### src/tft_shield_pkg.sv
`default_nettype none

package tft_shield_pkg;

  //////////////////////////////////////////////////////////////////////
  // Basic types
  //////////////////////////////////////////////////////////////////////

  typedef logic [7:0]  byte_t;      // One SPI byte
  typedef logic [31:0] bus_data_t;  // Bus data word
  typedef logic [3:0]  reg_addr_t;  // Register index inside a controller

  //////////////////////////////////////////////////////////////////////
  // Bus request and response
  //////////////////////////////////////////////////////////////////////

  // Held by the host until ack comes back
  typedef struct packed {
    logic      cyc;
    logic      stb;
    logic      we;
    reg_addr_t adr;
    bus_data_t dat;
  } bus_req_t;

  // Single cycle ack with read data alongside
  typedef struct packed {
    logic      ack;
    bus_data_t dat;
  } bus_rsp_t;

  //////////////////////////////////////////////////////////////////////
  // Register map
  //////////////////////////////////////////////////////////////////////

  // Display controller
  localparam reg_addr_t LCD_CMD_ADDR  = 4'd0;  // Byte sent with DC low
  localparam reg_addr_t LCD_DATA_ADDR = 4'd1;  // Byte sent with DC high

  // SD card controller
  localparam reg_addr_t SD_DATA_ADDR  = 4'd0;  // Write sends, read gives last rx byte
  localparam reg_addr_t SD_CTRL_ADDR  = 4'd1;  // Bit 0 keeps CS asserted

  // Common to both controllers
  localparam reg_addr_t STATUS_ADDR   = 4'd2;  // Bit 0 is busy

endpackage

`default_nettype wire

### src/lcd_spi_ctrl.sv
`timescale 1ns/1ps
`default_nettype none

module lcd_spi_ctrl #(
  parameter int CLK_DIV = 2
) (
  input  logic                     clk,
  input  logic                     reset_i,
  input  tft_shield_pkg::bus_req_t bus_i,
  output tft_shield_pkg::bus_rsp_t bus_o,
  output logic                     spi_req_o,
  input  logic                     spi_ack_i,
  output logic                     spi_done_o,
  output logic                     sck_o,
  output logic                     cs_o,
  output logic                     dc_o,
  output logic                     mosi_o
);

  import tft_shield_pkg::*;

  localparam int DIV_W = (CLK_DIV > 1) ? $clog2(CLK_DIV) : 1;

  typedef enum logic [2:0] {IDLE, REQ, SETUP, SHIFT, HOLD} state_e;

  state_e           state_q;
  logic [DIV_W-1:0] div_q;
  logic [2:0]       bit_q;
  byte_t            shift_q;
  logic             ack_q;
  bus_data_t        rdat_q;

  logic sel;
  logic byte_wr;
  logic accept;
  logic half_tick;
  logic busy;

  //////////////////////////////////////////////////////////////////////
  // Bus side
  //////////////////////////////////////////////////////////////////////

  assign sel     = bus_i.cyc && bus_i.stb && !ack_q;  // Ignore stb in the ack cycle
  assign byte_wr = sel && bus_i.we &&
                   (bus_i.adr == LCD_CMD_ADDR || bus_i.adr == LCD_DATA_ADDR);
  assign accept  = byte_wr && (state_q == IDLE);
  assign busy    = (state_q != IDLE);

  // Byte writes wait for the shifter to go idle
  always_ff @(posedge clk) begin
    if (reset_i) begin
      ack_q <= 1'b0;
    end else begin
      ack_q <= sel && (!byte_wr || state_q == IDLE);
    end
  end

  always_ff @(posedge clk) begin
    if (sel && !bus_i.we) begin
      rdat_q <= (bus_i.adr == STATUS_ADDR) ? bus_data_t'(busy) : '0;
    end
  end

  assign bus_o.ack = ack_q;
  assign bus_o.dat = rdat_q;

  //////////////////////////////////////////////////////////////////////
  // SPI shifter
  //////////////////////////////////////////////////////////////////////

  assign half_tick = (div_q == DIV_W'(CLK_DIV - 1));

  always_ff @(posedge clk) begin
    if (reset_i) begin
      div_q <= '0;
    end else if (state_q == IDLE || state_q == REQ || half_tick) begin
      div_q <= '0;
    end else begin
      div_q <= div_q + 1'b1;
    end
  end

  always_ff @(posedge clk) begin
    if (reset_i) begin
      state_q    <= IDLE;
      spi_req_o  <= 1'b0;
      spi_done_o <= 1'b0;
      sck_o      <= 1'b0;
      cs_o       <= 1'b1;
      bit_q      <= '0;
    end else begin
      spi_done_o <= 1'b0;
      case (state_q)
        IDLE: if (accept) begin
          state_q   <= REQ;
          spi_req_o <= 1'b1;
        end
        REQ: if (spi_ack_i) begin
          state_q <= SETUP;
          cs_o    <= 1'b0;
        end
        SETUP: if (half_tick) state_q <= SHIFT;
        SHIFT: if (half_tick) begin
          sck_o <= ~sck_o;
          if (sck_o) begin  // Falling edge ends a bit
            bit_q <= bit_q + 1'b1;
            if (bit_q == 3'd7) state_q <= HOLD;
          end
        end
        HOLD: if (half_tick) begin
          state_q    <= IDLE;
          cs_o       <= 1'b1;
          spi_req_o  <= 1'b0;
          spi_done_o <= 1'b1;
        end
        default: state_q <= IDLE;
      endcase
    end
  end

  always_ff @(posedge clk) begin
    if (accept) begin
      shift_q <= bus_i.dat[7:0];
      dc_o    <= (bus_i.adr == LCD_DATA_ADDR);
    end else if (state_q == SHIFT && half_tick && sck_o) begin
      shift_q <= {shift_q[6:0], 1'b0};
    end
  end

  assign mosi_o = shift_q[7];  // MSB first

endmodule

`default_nettype wire

### src/sdcard_spi_ctrl.sv
`timescale 1ns/1ps
`default_nettype none

module sdcard_spi_ctrl #(
  parameter int CLK_DIV = 2
) (
  input  logic                     clk,
  input  logic                     reset_i,
  input  tft_shield_pkg::bus_req_t bus_i,
  output tft_shield_pkg::bus_rsp_t bus_o,
  output logic                     spi_req_o,
  input  logic                     spi_ack_i,
  output logic                     spi_done_o,
  output logic                     sck_o,
  output logic                     cs_o,
  output logic                     mosi_o,
  input  logic                     miso_i
);

  import tft_shield_pkg::*;

  localparam int DIV_W = (CLK_DIV > 1) ? $clog2(CLK_DIV) : 1;

  typedef enum logic [2:0] {IDLE, REQ, SETUP, SHIFT, HOLD} state_e;

  state_e           state_q;
  logic [DIV_W-1:0] div_q;
  logic [2:0]       bit_q;
  byte_t            shift_q;
  byte_t            rx_q;
  logic             miso_q;
  logic             hold_q;
  logic             ack_q;
  bus_data_t        rdat_q;

  logic sel;
  logic byte_wr;
  logic accept;
  logic half_tick;
  logic busy;

  //////////////////////////////////////////////////////////////////////
  // Bus side
  //////////////////////////////////////////////////////////////////////

  assign sel     = bus_i.cyc && bus_i.stb && !ack_q;
  assign byte_wr = sel && bus_i.we && (bus_i.adr == SD_DATA_ADDR);
  assign accept  = byte_wr && (state_q == IDLE);
  assign busy    = (state_q != IDLE);

  always_ff @(posedge clk) begin
    if (reset_i) begin
      ack_q  <= 1'b0;
      hold_q <= 1'b0;
    end else begin
      ack_q <= sel && (!byte_wr || state_q == IDLE);
      if (sel && bus_i.we && bus_i.adr == SD_CTRL_ADDR) hold_q <= bus_i.dat[0];
    end
  end

  always_ff @(posedge clk) begin
    if (sel && !bus_i.we) begin
      case (bus_i.adr)
        SD_DATA_ADDR: rdat_q <= bus_data_t'(rx_q);
        SD_CTRL_ADDR: rdat_q <= bus_data_t'(hold_q);
        STATUS_ADDR:  rdat_q <= bus_data_t'(busy);
        default:      rdat_q <= '0;
      endcase
    end
  end

  assign bus_o.ack = ack_q;
  assign bus_o.dat = rdat_q;

  //////////////////////////////////////////////////////////////////////
  // SPI shifter
  //////////////////////////////////////////////////////////////////////

  assign half_tick = (div_q == DIV_W'(CLK_DIV - 1));

  always_ff @(posedge clk) begin
    if (reset_i) begin
      div_q <= '0;
    end else if (state_q == IDLE || state_q == REQ || half_tick) begin
      div_q <= '0;
    end else begin
      div_q <= div_q + 1'b1;
    end
  end

  always_ff @(posedge clk) begin
    if (reset_i) begin
      state_q    <= IDLE;
      spi_req_o  <= 1'b0;
      spi_done_o <= 1'b0;
      sck_o      <= 1'b0;
      cs_o       <= 1'b1;
      bit_q      <= '0;
    end else begin
      spi_done_o <= 1'b0;
      case (state_q)
        IDLE: begin
          cs_o <= !hold_q;  // Hold bit keeps the card selected between bytes
          if (accept) begin
            state_q   <= REQ;
            spi_req_o <= 1'b1;
          end
        end
        REQ: if (spi_ack_i) begin
          state_q <= SETUP;
          cs_o    <= 1'b0;
        end
        SETUP: if (half_tick) state_q <= SHIFT;
        SHIFT: if (half_tick) begin
          sck_o <= ~sck_o;
          if (sck_o) begin
            bit_q <= bit_q + 1'b1;
            if (bit_q == 3'd7) state_q <= HOLD;
          end
        end
        HOLD: if (half_tick) begin
          state_q    <= IDLE;
          cs_o       <= !hold_q;
          spi_req_o  <= 1'b0;  // Bus is released after every byte
          spi_done_o <= 1'b1;
        end
        default: state_q <= IDLE;
      endcase
    end
  end

  // Sample on the rising edge, shift on the falling edge
  always_ff @(posedge clk) begin
    if (accept) begin
      shift_q <= bus_i.dat[7:0];
    end else if (state_q == SHIFT && half_tick) begin
      if (!sck_o) begin
        miso_q <= miso_i;
      end else begin
        shift_q <= {shift_q[6:0], miso_q};
        if (bit_q == 3'd7) rx_q <= {shift_q[6:0], miso_q};
      end
    end
  end

  assign mosi_o = shift_q[7];

endmodule

`default_nettype wire

### src/spi_arb.sv
`timescale 1ns/1ps
`default_nettype none

module spi_arb (
  input  logic clk,
  input  logic reset_i,

  input  logic lcd_req_i,
  input  logic lcd_done_i,
  output logic lcd_ack_o,
  input  logic lcd_sck_i,
  input  logic lcd_cs_i,
  input  logic lcd_dc_i,
  input  logic lcd_mosi_i,

  input  logic sd_req_i,
  input  logic sd_done_i,
  output logic sd_ack_o,
  input  logic sd_sck_i,
  input  logic sd_cs_i,
  input  logic sd_mosi_i,

  output logic sck_o,
  output logic lcd_cs_o,
  output logic sd_cs_o,
  output logic dc_o,
  output logic mosi_o
);

  typedef enum logic [1:0] {NONE, LCD, SD} owner_e;

  owner_e owner_q;
  logic   last_sd_q;  // SD card was served last

  logic lcd_own;
  logic sd_own;

  //////////////////////////////////////////////////////////////////////
  // Grant
  //////////////////////////////////////////////////////////////////////

  always_ff @(posedge clk) begin
    if (reset_i) begin
      owner_q   <= NONE;
      last_sd_q <= 1'b0;
    end else begin
      case (owner_q)
        NONE: begin
          // On a tie the master not served last goes first
          if (lcd_req_i && (!sd_req_i || last_sd_q)) begin
            owner_q   <= LCD;
            last_sd_q <= 1'b0;
          end else if (sd_req_i) begin
            owner_q   <= SD;
            last_sd_q <= 1'b1;
          end
        end
        LCD: if (lcd_done_i) owner_q <= NONE;
        SD:  if (sd_done_i) owner_q <= NONE;
        default: owner_q <= NONE;
      endcase
    end
  end

  assign lcd_own   = (owner_q == LCD);
  assign sd_own    = (owner_q == SD);
  assign lcd_ack_o = lcd_own;
  assign sd_ack_o  = sd_own;

  //////////////////////////////////////////////////////////////////////
  // Pin multiplexer
  //////////////////////////////////////////////////////////////////////

  always_comb begin
    sck_o  = 1'b0;  // Idle bus keeps SCK low
    dc_o   = 1'b0;
    mosi_o = 1'b0;
    if (lcd_own) begin
      sck_o  = lcd_sck_i;
      dc_o   = lcd_dc_i;
      mosi_o = lcd_mosi_i;
    end else if (sd_own) begin
      sck_o  = sd_sck_i;
      mosi_o = sd_mosi_i;
    end
  end

  assign lcd_cs_o = lcd_own ? lcd_cs_i : 1'b1;
  assign sd_cs_o  = lcd_own ? 1'b1 : sd_cs_i;  // Lets the hold bit work between bytes

endmodule

`default_nettype wire

### src/tft_touch_shield.sv
`timescale 1ns/1ps
`default_nettype none

module tft_touch_shield #(
  parameter int CLK_DIV = 2
) (
  input  logic                     clk,
  input  logic                     reset_i,

  input  tft_shield_pkg::bus_req_t display_bus_i,
  output tft_shield_pkg::bus_rsp_t display_bus_o,
  input  tft_shield_pkg::bus_req_t sdcard_bus_i,
  output tft_shield_pkg::bus_rsp_t sdcard_bus_o,

  output logic [15:0]              arduino_io_o,
  input  logic                     arduino_miso_i,
  input  logic                     arduino_reset_n_i,
  output logic                     arst_o
);

  logic lcd_req, lcd_ack, lcd_done, lcd_sck, lcd_cs, lcd_dc, lcd_mosi;
  logic sd_req, sd_ack, sd_done, sd_sck, sd_cs, sd_mosi;
  logic pin_sck, pin_lcd_cs, pin_sd_cs, pin_dc, pin_mosi;

  lcd_spi_ctrl #(.CLK_DIV(CLK_DIV)) display (
    .clk        (clk),
    .reset_i    (reset_i),
    .bus_i      (display_bus_i),
    .bus_o      (display_bus_o),
    .spi_req_o  (lcd_req),
    .spi_ack_i  (lcd_ack),
    .spi_done_o (lcd_done),
    .sck_o      (lcd_sck),
    .cs_o       (lcd_cs),
    .dc_o       (lcd_dc),
    .mosi_o     (lcd_mosi)
  );

  sdcard_spi_ctrl #(.CLK_DIV(CLK_DIV)) sdcard (
    .clk        (clk),
    .reset_i    (reset_i),
    .bus_i      (sdcard_bus_i),
    .bus_o      (sdcard_bus_o),
    .spi_req_o  (sd_req),
    .spi_ack_i  (sd_ack),
    .spi_done_o (sd_done),
    .sck_o      (sd_sck),
    .cs_o       (sd_cs),
    .mosi_o     (sd_mosi),
    .miso_i     (arduino_miso_i)  // Pin 12
  );

  spi_arb arb (
    .clk        (clk),
    .reset_i    (reset_i),
    .lcd_req_i  (lcd_req),
    .lcd_done_i (lcd_done),
    .lcd_ack_o  (lcd_ack),
    .lcd_sck_i  (lcd_sck),
    .lcd_cs_i   (lcd_cs),
    .lcd_dc_i   (lcd_dc),
    .lcd_mosi_i (lcd_mosi),
    .sd_req_i   (sd_req),
    .sd_done_i  (sd_done),
    .sd_ack_o   (sd_ack),
    .sd_sck_i   (sd_sck),
    .sd_cs_i    (sd_cs),
    .sd_mosi_i  (sd_mosi),
    .sck_o      (pin_sck),
    .lcd_cs_o   (pin_lcd_cs),
    .sd_cs_o    (pin_sd_cs),
    .dc_o       (pin_dc),
    .mosi_o     (pin_mosi)
  );

  //////////////////////////////////////////////////////////////////////
  // Header pins
  //////////////////////////////////////////////////////////////////////

  assign arduino_io_o[3:0]   = '0;
  assign arduino_io_o[4]     = 1'b1;        // Touch panel CS idle
  assign arduino_io_o[5]     = pin_sd_cs;
  assign arduino_io_o[6]     = 1'b0;
  assign arduino_io_o[7]     = pin_dc;
  assign arduino_io_o[8]     = ~reset_i;    // LCD reset
  assign arduino_io_o[9]     = 1'b1;        // Backlight
  assign arduino_io_o[10]    = pin_lcd_cs;
  assign arduino_io_o[11]    = pin_mosi;
  assign arduino_io_o[12]    = 1'b0;        // MISO comes in on its own port
  assign arduino_io_o[13]    = pin_sck;
  assign arduino_io_o[14]    = 1'b0;        // GND
  assign arduino_io_o[15]    = 1'b0;

  assign arst_o = ~arduino_reset_n_i;

endmodule

`default_nettype wire

### config.mk
export PLATFORM = sky130hd
export DESIGN_NAME = tft_touch_shield
export DESIGN_NICKNAME = d
export VERILOG_FILES = /design/src/tft_shield_pkg.sv /design/src/lcd_spi_ctrl.sv /design/src/sdcard_spi_ctrl.sv /design/src/spi_arb.sv /design/src/tft_touch_shield.sv
export SDC_FILE = /design/constraint.sdc
export NUM_CORES = 1
export LEC_CHECK = 0
export ABC_AREA = 1
export BUFFER_PORTS_ARGS = -buffer_cell sky130_fd_sc_hd__buf_4
export CAP_MARGIN = 20
export CORE_ASPECT_RATIO = 1.5
export CORE_MARGIN = 8
export CORE_UTILIZATION = 40
export DETAILED_ROUTE_END_ITERATION = 16
export PLACE_DENSITY = 0.74
export SLEW_MARGIN = 30
export SYNTH_ARGS = -nofsm -noshare
export SYNTH_HDL_FRONTEND = slang
export SYNTH_SLANG_ARGS = --single-unit
### constraint.sdc
create_clock -name clk -period 1.9 [get_ports clk]
set_input_delay 0.095 -clock clk [delete_from_list [all_inputs] [get_ports clk]]
set_output_delay 0.095 -clock clk [all_outputs]
set_load 0.01 [all_outputs]
Yosys cells after proc, flatten, opt, wreduce, memory -nomap -nowiden
Index checks and enable logic that the tools add are counted.
{"block": "op_classes", "n_eq_ne": 33, "n_bitwise": 7, "add_sub_neg": 4, "n_mux": 50, "n_reduce_logical": 69}
{"operator": "3-bit two-way mux", "count": 14}
{"operator": "8-bit two-way mux", "count": 5}
{"operator": "3-bit one-hot mux with 5 select lines", "count": 2}
{"operator": "2-bit by 1-bit inequality test with 1-bit output (second input constant)", "count": 14}
{"operator": "8-bit one-hot mux with 3 select lines", "count": 1}
{"operator": "3-bit AND reduction", "count": 8}
{"operator": "1-bit logical AND", "count": 19}
{"operator": "1-bit two-way mux", "count": 19}
{"operator": "7-bit AND reduction", "count": 2}
{"operator": "2-bit nonzero test", "count": 7}
{"operator": "3-bit by 2-bit == test with 1-bit output (second input constant)", "count": 4}
{"operator": "3-bit == test (second input constant)", "count": 4}
{"operator": "3-bit nonzero test", "count": 3}
{"operator": "4-bit by 1-bit == test with 1-bit output (second input constant)", "count": 2}
{"operator": "4-bit by 2-bit == test with 1-bit output (second input constant)", "count": 2}
{"operator": "1-bit zero test", "count": 8}
{"operator": "4-bit zero test", "count": 2}
{"operator": "1-bit logical OR", "count": 8}
{"operator": "2-bit two-way mux", "count": 4}
{"operator": "2-bit AND reduction", "count": 4}
{"operator": "2-bit OR reduction", "count": 4}
{"operator": "1-bit NOT", "count": 7}
{"operator": "3-bit by 1-bit adder with 3-bit output (second input constant)", "count": 2}
{"operator": "3-bit by 1-bit == test with 1-bit output (second input constant)", "count": 2}
{"operator": "other kinds (11)", "count": 16}
{"block": "totals", "register_bits": 118, "out_inout_bits": 83, "wordCells": 190, "in_bits": 82}

Depth between registers and ports, before layout
{"block": "logic_depth", "ltp_word": 7, "mapped_depth": 10, "ltp_nobuf": 10}

Hierarchy
Synthesis repeated with hierarchy kept, for this count alone.
{"block": "unflattened", "hier_cells": 401, "area_unflattened_um2": 3460.8}
{"module": "sdcard_spi_ctrl", "n_inst": 1, "seq_area_each_um2": 1011.0, "area_per_inst_um2": 1845.5, "cells_each": 184}
{"module": "lcd_spi_ctrl", "n_inst": 1, "seq_area_each_um2": 540.5, "area_per_inst_um2": 1275.0, "cells_each": 160}
{"module": "spi_arb", "n_inst": 1, "seq_area_each_um2": 60.1, "area_per_inst_um2": 212.7, "cells_each": 38}
{"module": "tft_touch_shield", "n_inst": 1, "seq_area_each_um2": 0.0, "area_per_inst_um2": 127.6, "cells_each": 19}

Worst setup path before layout
Ideal clock, no wire load.
{"block": "synth_timing", "kind": "flip-flop to flip-flop", "start": "reg sdcard.state_q[0]", "end": "reg sdcard.shift_q[0], enable pin", "period_less_slack_ns": 1.455, "required_ns": 1.571, "n_path_buf": 2, "setup_ns": 0.329, "path_stages_with_launch": 8, "setup_slack_ns": 0.445, "arrival_ns": 1.126, "path_cell_list": "dfxtp_1 > inv_2 > nand2_4 > nor2_4 > buf_6 > nand2_2 > buf_6 > nand2_1"}
{"block": "synth_via", "elab_chain_len": 4, "word_cells_on_any_way": 7, "classes_between": "eq/ne: 1; reduce/logical: 6"}
{"element": "start: declaration", "line": "sdcard_spi_ctrl.sv:26", "source": "state_e state_q;"}
{"element": "start signal: assignment", "line": "sdcard_spi_ctrl.sv:93", "source": "state_q <= IDLE;"}
{"element": "start signal: assignment", "line": "sdcard_spi_ctrl.sv:105", "source": "state_q <= REQ;"}
{"element": "start signal: assignment", "line": "sdcard_spi_ctrl.sv:110", "source": "state_q <= SETUP;"}
{"element": "3-bit by 2-bit == test with 1-bit output or 3-bit zero test (tied branches)", "line": "sdcard_spi_ctrl.sv:136, sdcard_spi_ctrl.sv:48"}
{"element": "1-bit logical AND, on equally long branches", "line": "sdcard_spi_ctrl.sv:136, sdcard_spi_ctrl.sv:48"}
{"element": "2-bit nonzero test (no line)"}
{"element": "2-bit AND reduction (no line) (*)"}
{"element": "end signal: assignment", "line": "sdcard_spi_ctrl.sv:135", "source": "shift_q <= bus_i.dat[7:0];"}
{"element": "end signal: assignment", "line": "sdcard_spi_ctrl.sv:140", "source": "shift_q <= {shift_q[6:0], miso_q};"}
{"element": "end: declaration", "line": "sdcard_spi_ctrl.sv:29", "source": "byte_t shift_q;"}
Mark *: on every way between the ends. The rest lies on a longest branch, timed or not.
A chain may end at the register's enable or synchronous reset.

Final worst setup path
{"block": "layout_timing", "start": "reg arb.owner_q[1]", "end": "out arduino_io_o[5]"}
{"block": "layout_via", "elab_chain_len": 2}
{"element": "start: declaration", "line": "spi_arb.sv:32", "source": "owner_e owner_q;"}
{"element": "start signal: assignment", "line": "spi_arb.sv:44", "source": "owner_q <= NONE;"}
{"element": "start signal: assignment", "line": "spi_arb.sv:51", "source": "owner_q <= LCD;"}
{"element": "start signal: assignment", "line": "spi_arb.sv:54", "source": "owner_q <= SD;"}
{"element": "2-bit by 1-bit == test with 1-bit output", "line": "spi_arb.sv:65", "source": "assign lcd_own = (owner_q == LCD);"}
{"element": "1-bit two-way mux", "line": "spi_arb.sv:89", "source": "assign sd_cs_o = lcd_own ? 1'b1 : sd_cs_i;"}
{"element": "end: declaration", "line": "tft_touch_shield.sv:15", "source": "output logic [15:0] arduino_io_o,"}
Every way passes these cells.

==> impl_metrics.json <==
{
  "routed_wl_mm": 6.82,
  "fin_setup_tns_ns": 0,
  "synthFlopType": "edfxtp_1",
  "die_width_um": 91.7,
  "rsz0062_at_grt": "no",
  "ctsHoldBuffers": 1,
  "power_density_nw_per_um2": 1080,
  "cts_resized": 0,
  "dpl.hpwl_mm": 5.30,
  "post-route-period-util_pct": 85.7,
  "cpPeakStageDelay_ns": 0.37,
  "total_power_mw": 4.32,
  "clkLatencyLatePin_ns": 0.33,
  "ys_seq_elements": 63,
  "drt_pass1_iterations": 4,
  "syn_to_final_growth_pct": 16.1,
  "drtAntennaViolNets": 0,
  "syn_avg_cell_area_sq_um": 8.68,
  "die_y_um": 130,
  "gp_congestion": 0.809,
  "grt_usage_pct": 12.1,
  "synth-async-reset-ratio_pct": 0,
  "n_antenna_cell": 0,
  "clock_sinks": 63,
  "final_common_cell": "nand2_1",
  "syn_inst": 396,
  "maxCapViolations": 0,
  "final.min_clock_period_ns": 1.63,
  "max-vdd-ir-drop_uv": 602,
  "numCtsBuffers": 9,
  "num_rows": 41,
  "slew_viol_final": 0,
  "grt-ovfl-total": 0,
  "path_common_cell": "inv_1",
  "crit_fanout": 6,
  "seq_area_frac_synth_pct": 46.9,
  "vias_per_cell": 4.38,
  "p_leak_nw": 1.85,
  "hp-start": "display_bus_i[4]",
  "start_util_pct": 41.1,
  "boundaryPins": 165,
  "grt_max_degree": 17,
  "grt_pass1_vias": 2620,
  "cts_setup_buffers": 0,
  "slowest_stage": "dfxtp_1",
  "cp-end-kind": "output port",
  "path_class": "reg2out",
  "synth-edff-count": 35,
  "power_switching_mw": 1.26,
  "wl_per_cell_um": 12.1,
  "required_ns": 1.80,
  "finalHoldViolCount": 0,
  "yosys_warnings": 0,
  "pwr-share-clk_pct": 41.3,
  "outcome": "completed",
  "skew_ns": 0.00733,
  "hold_class": "in2reg",
  "root_buffer": "clkbuf_16",
  "coreArea_sq_um": 8360,
  "vias": 2459,
  "seq_power_share_pct": 36.8,
  "layout.nets": 536,
  "grt_pass1_wl_mm": 11.5,
  "switching_share_pct": 29.1,
  "port_buffers": 51,
  "cts_tree": "done",
  "cp_cell_sequence": "inv_1, nand2_1, inv_1, or2_2, buf_4",
  "final_cell_mix": "77 x nand2_1, 65 x conb_1, 57 x buf_4",
  "finalSetupViolCount": 0,
  "drive_above_1_share_pct": 23.3,
  "r2r_start": "sdcard.state_q[1]$_SDFFE_PP0P_",
  "die_area_sq_um": 11900,
  "fmax_mhz": 614,
  "synth.distinct_cells": 36,
  "crit_start": "arb.owner_q[1]$_SDFFE_PP0P_",
  "nFillCells": 807,
  "antenna_found_initial": 0,
  "crit_arrival_ns": 1.53,
  "clk_path_buf_depth": 2,
  "drtIter0Drc": 104,
  "intPower_mw": 3.07,
  "combPwrFrac_pct": 21.9,
  "synth_area_sq_um": 3440,
  "slew_headroom_pct": 66.4,
  "htree_levels": 3,
  "start_kind": "flip-flop",
  "tightest_slew_ns": 0.504,
  "remaining_drc_errors": 0,
  "clk_pin_slew_ns": 0.05
}
[through the flow]
stage / setup slack, ns / utilization [%] / instance area [sq um] / hold slack [ns] / instances
final: 0.271 / 47.7 / 3990 / 0.0287 / 562
after global routing: 0.212 / 47.7 / 3990 / 0.0367 / 562
after CTS: 0.271 / 47.7 / 3990 / 0.0214 / 562
after detailed placement: 0.382 / 43.6 / 3650 / 0.282 / 545
after global placement: 0.428 / 43.6 / 3650 / 0.282 / 545
after floorplan: 0.445 / - / 3670 / 0.172 / 459
[area by class of cell]
type	instances	area, sq um	share of cell area, %
Tap cell	107	134	3.36
Clock buffer	11	253	6.34
Timing Repair Buffer	58	438	11.0
Multi-Input combinational cell	271	1300	32.5
Clock inverter	5	80.1	2.01
Inverter	47	176	4.42
Sequential cell	63	1610	40.4
[worst max-delay path: cells and delay by family, from the launching register on]
kind	cells	cell delay, ns
and+or+nand+nor	2	0.50
buffers and inverters	3	0.34
DFF	1	0.37
[cells by family (layout without fill, tap and decap cells)]
| kind of cell | count (synthesis) | in the layout | synth area share [%] |
|---|---|---|---|
| DFF | 63 | 63 | 46.9 |
| and+or+nand+nor | 170 | 170 | 23.1 |
| xor gates and xnor gates | 1 | 1 | 0.255 |
| AOI/OAI and AO/OA | 31 | 31 | 5.79 |
| other | 2 | 65 | 0.219 |
| adders and majority gates | 4 | 4 | 1.46 |
| buffers and inverters | 125 | 121 | 22.3 |
[state kept, by name, summed over array words and instances (netlist names), 2 cells and up]
name             flops
display.shift_q      8
sdcard.shift_q       8
sdcard.state_q       3
arb.owner_q          2
display.state_q      3
sdcard.bit_q         3
sdcard.rdat_q        8
sdcard.rx_q          8
display.bit_q        3
[layer usage]
metal  vias up  part of all wire (%)  track usage, %
met2       116                    51            21.9
met1      1098                    36            11.2
met5         -                     0               0
li1       1236                     -               -
met3         9                    12            5.67
met4         0                   1.2            6.00
[synthesized netlist by cell type, drive strengths merged (2+ instances only)]
cell type | count | area share [%]
nand2 | 81 | 9.3
buf | 77 | 17
nor2 | 53 | 7.5
inv | 47 | 5.1
edfxtp | 35 | 31
dfxtp | 28 | 16
nand3 | 21 | 3.4
a21oi | 12 | 2.0
o21ai | 11 | 2.0
nand4 | 6 | 1.5
ha | 4 | 1.5
nor3 | 4 | 0.58
or2 | 3 | 0.55
a31oi | 2 | 0.36
conb | 2 | 0.22
nor4 | 2 | 0.36
[path summary, 6_finish.rpt]
check / to / slack (ns) / depth (start not counted)
max: arduino_io_o[5] / 0.27 / 5
min: display.shift_q[4]$_DFFE_PP_ / 0.03 / 3
max reg2reg: sdcard.shift_q[3]$_DFFE_PP_ / 0.37 / 6
min reg2reg: sdcard.rx_q[4]$_DFFE_PP_ / 0.45 / 0
[power by group through the flow]
stage | clock network (mW) | logic [mW] | registers, mW
floorplan | 0 | 0.838 | 1.60
CTS | 1.82 | 0.938 | 1.59
detailed placement | 0 | 0.932 | 1.62
finish | 1.79 | 0.946 | 1.59
global route | 1.89 | 1.09 | 1.60
global placement | 0 | 0.905 | 1.61
Power figures use the tool's default switching activity.
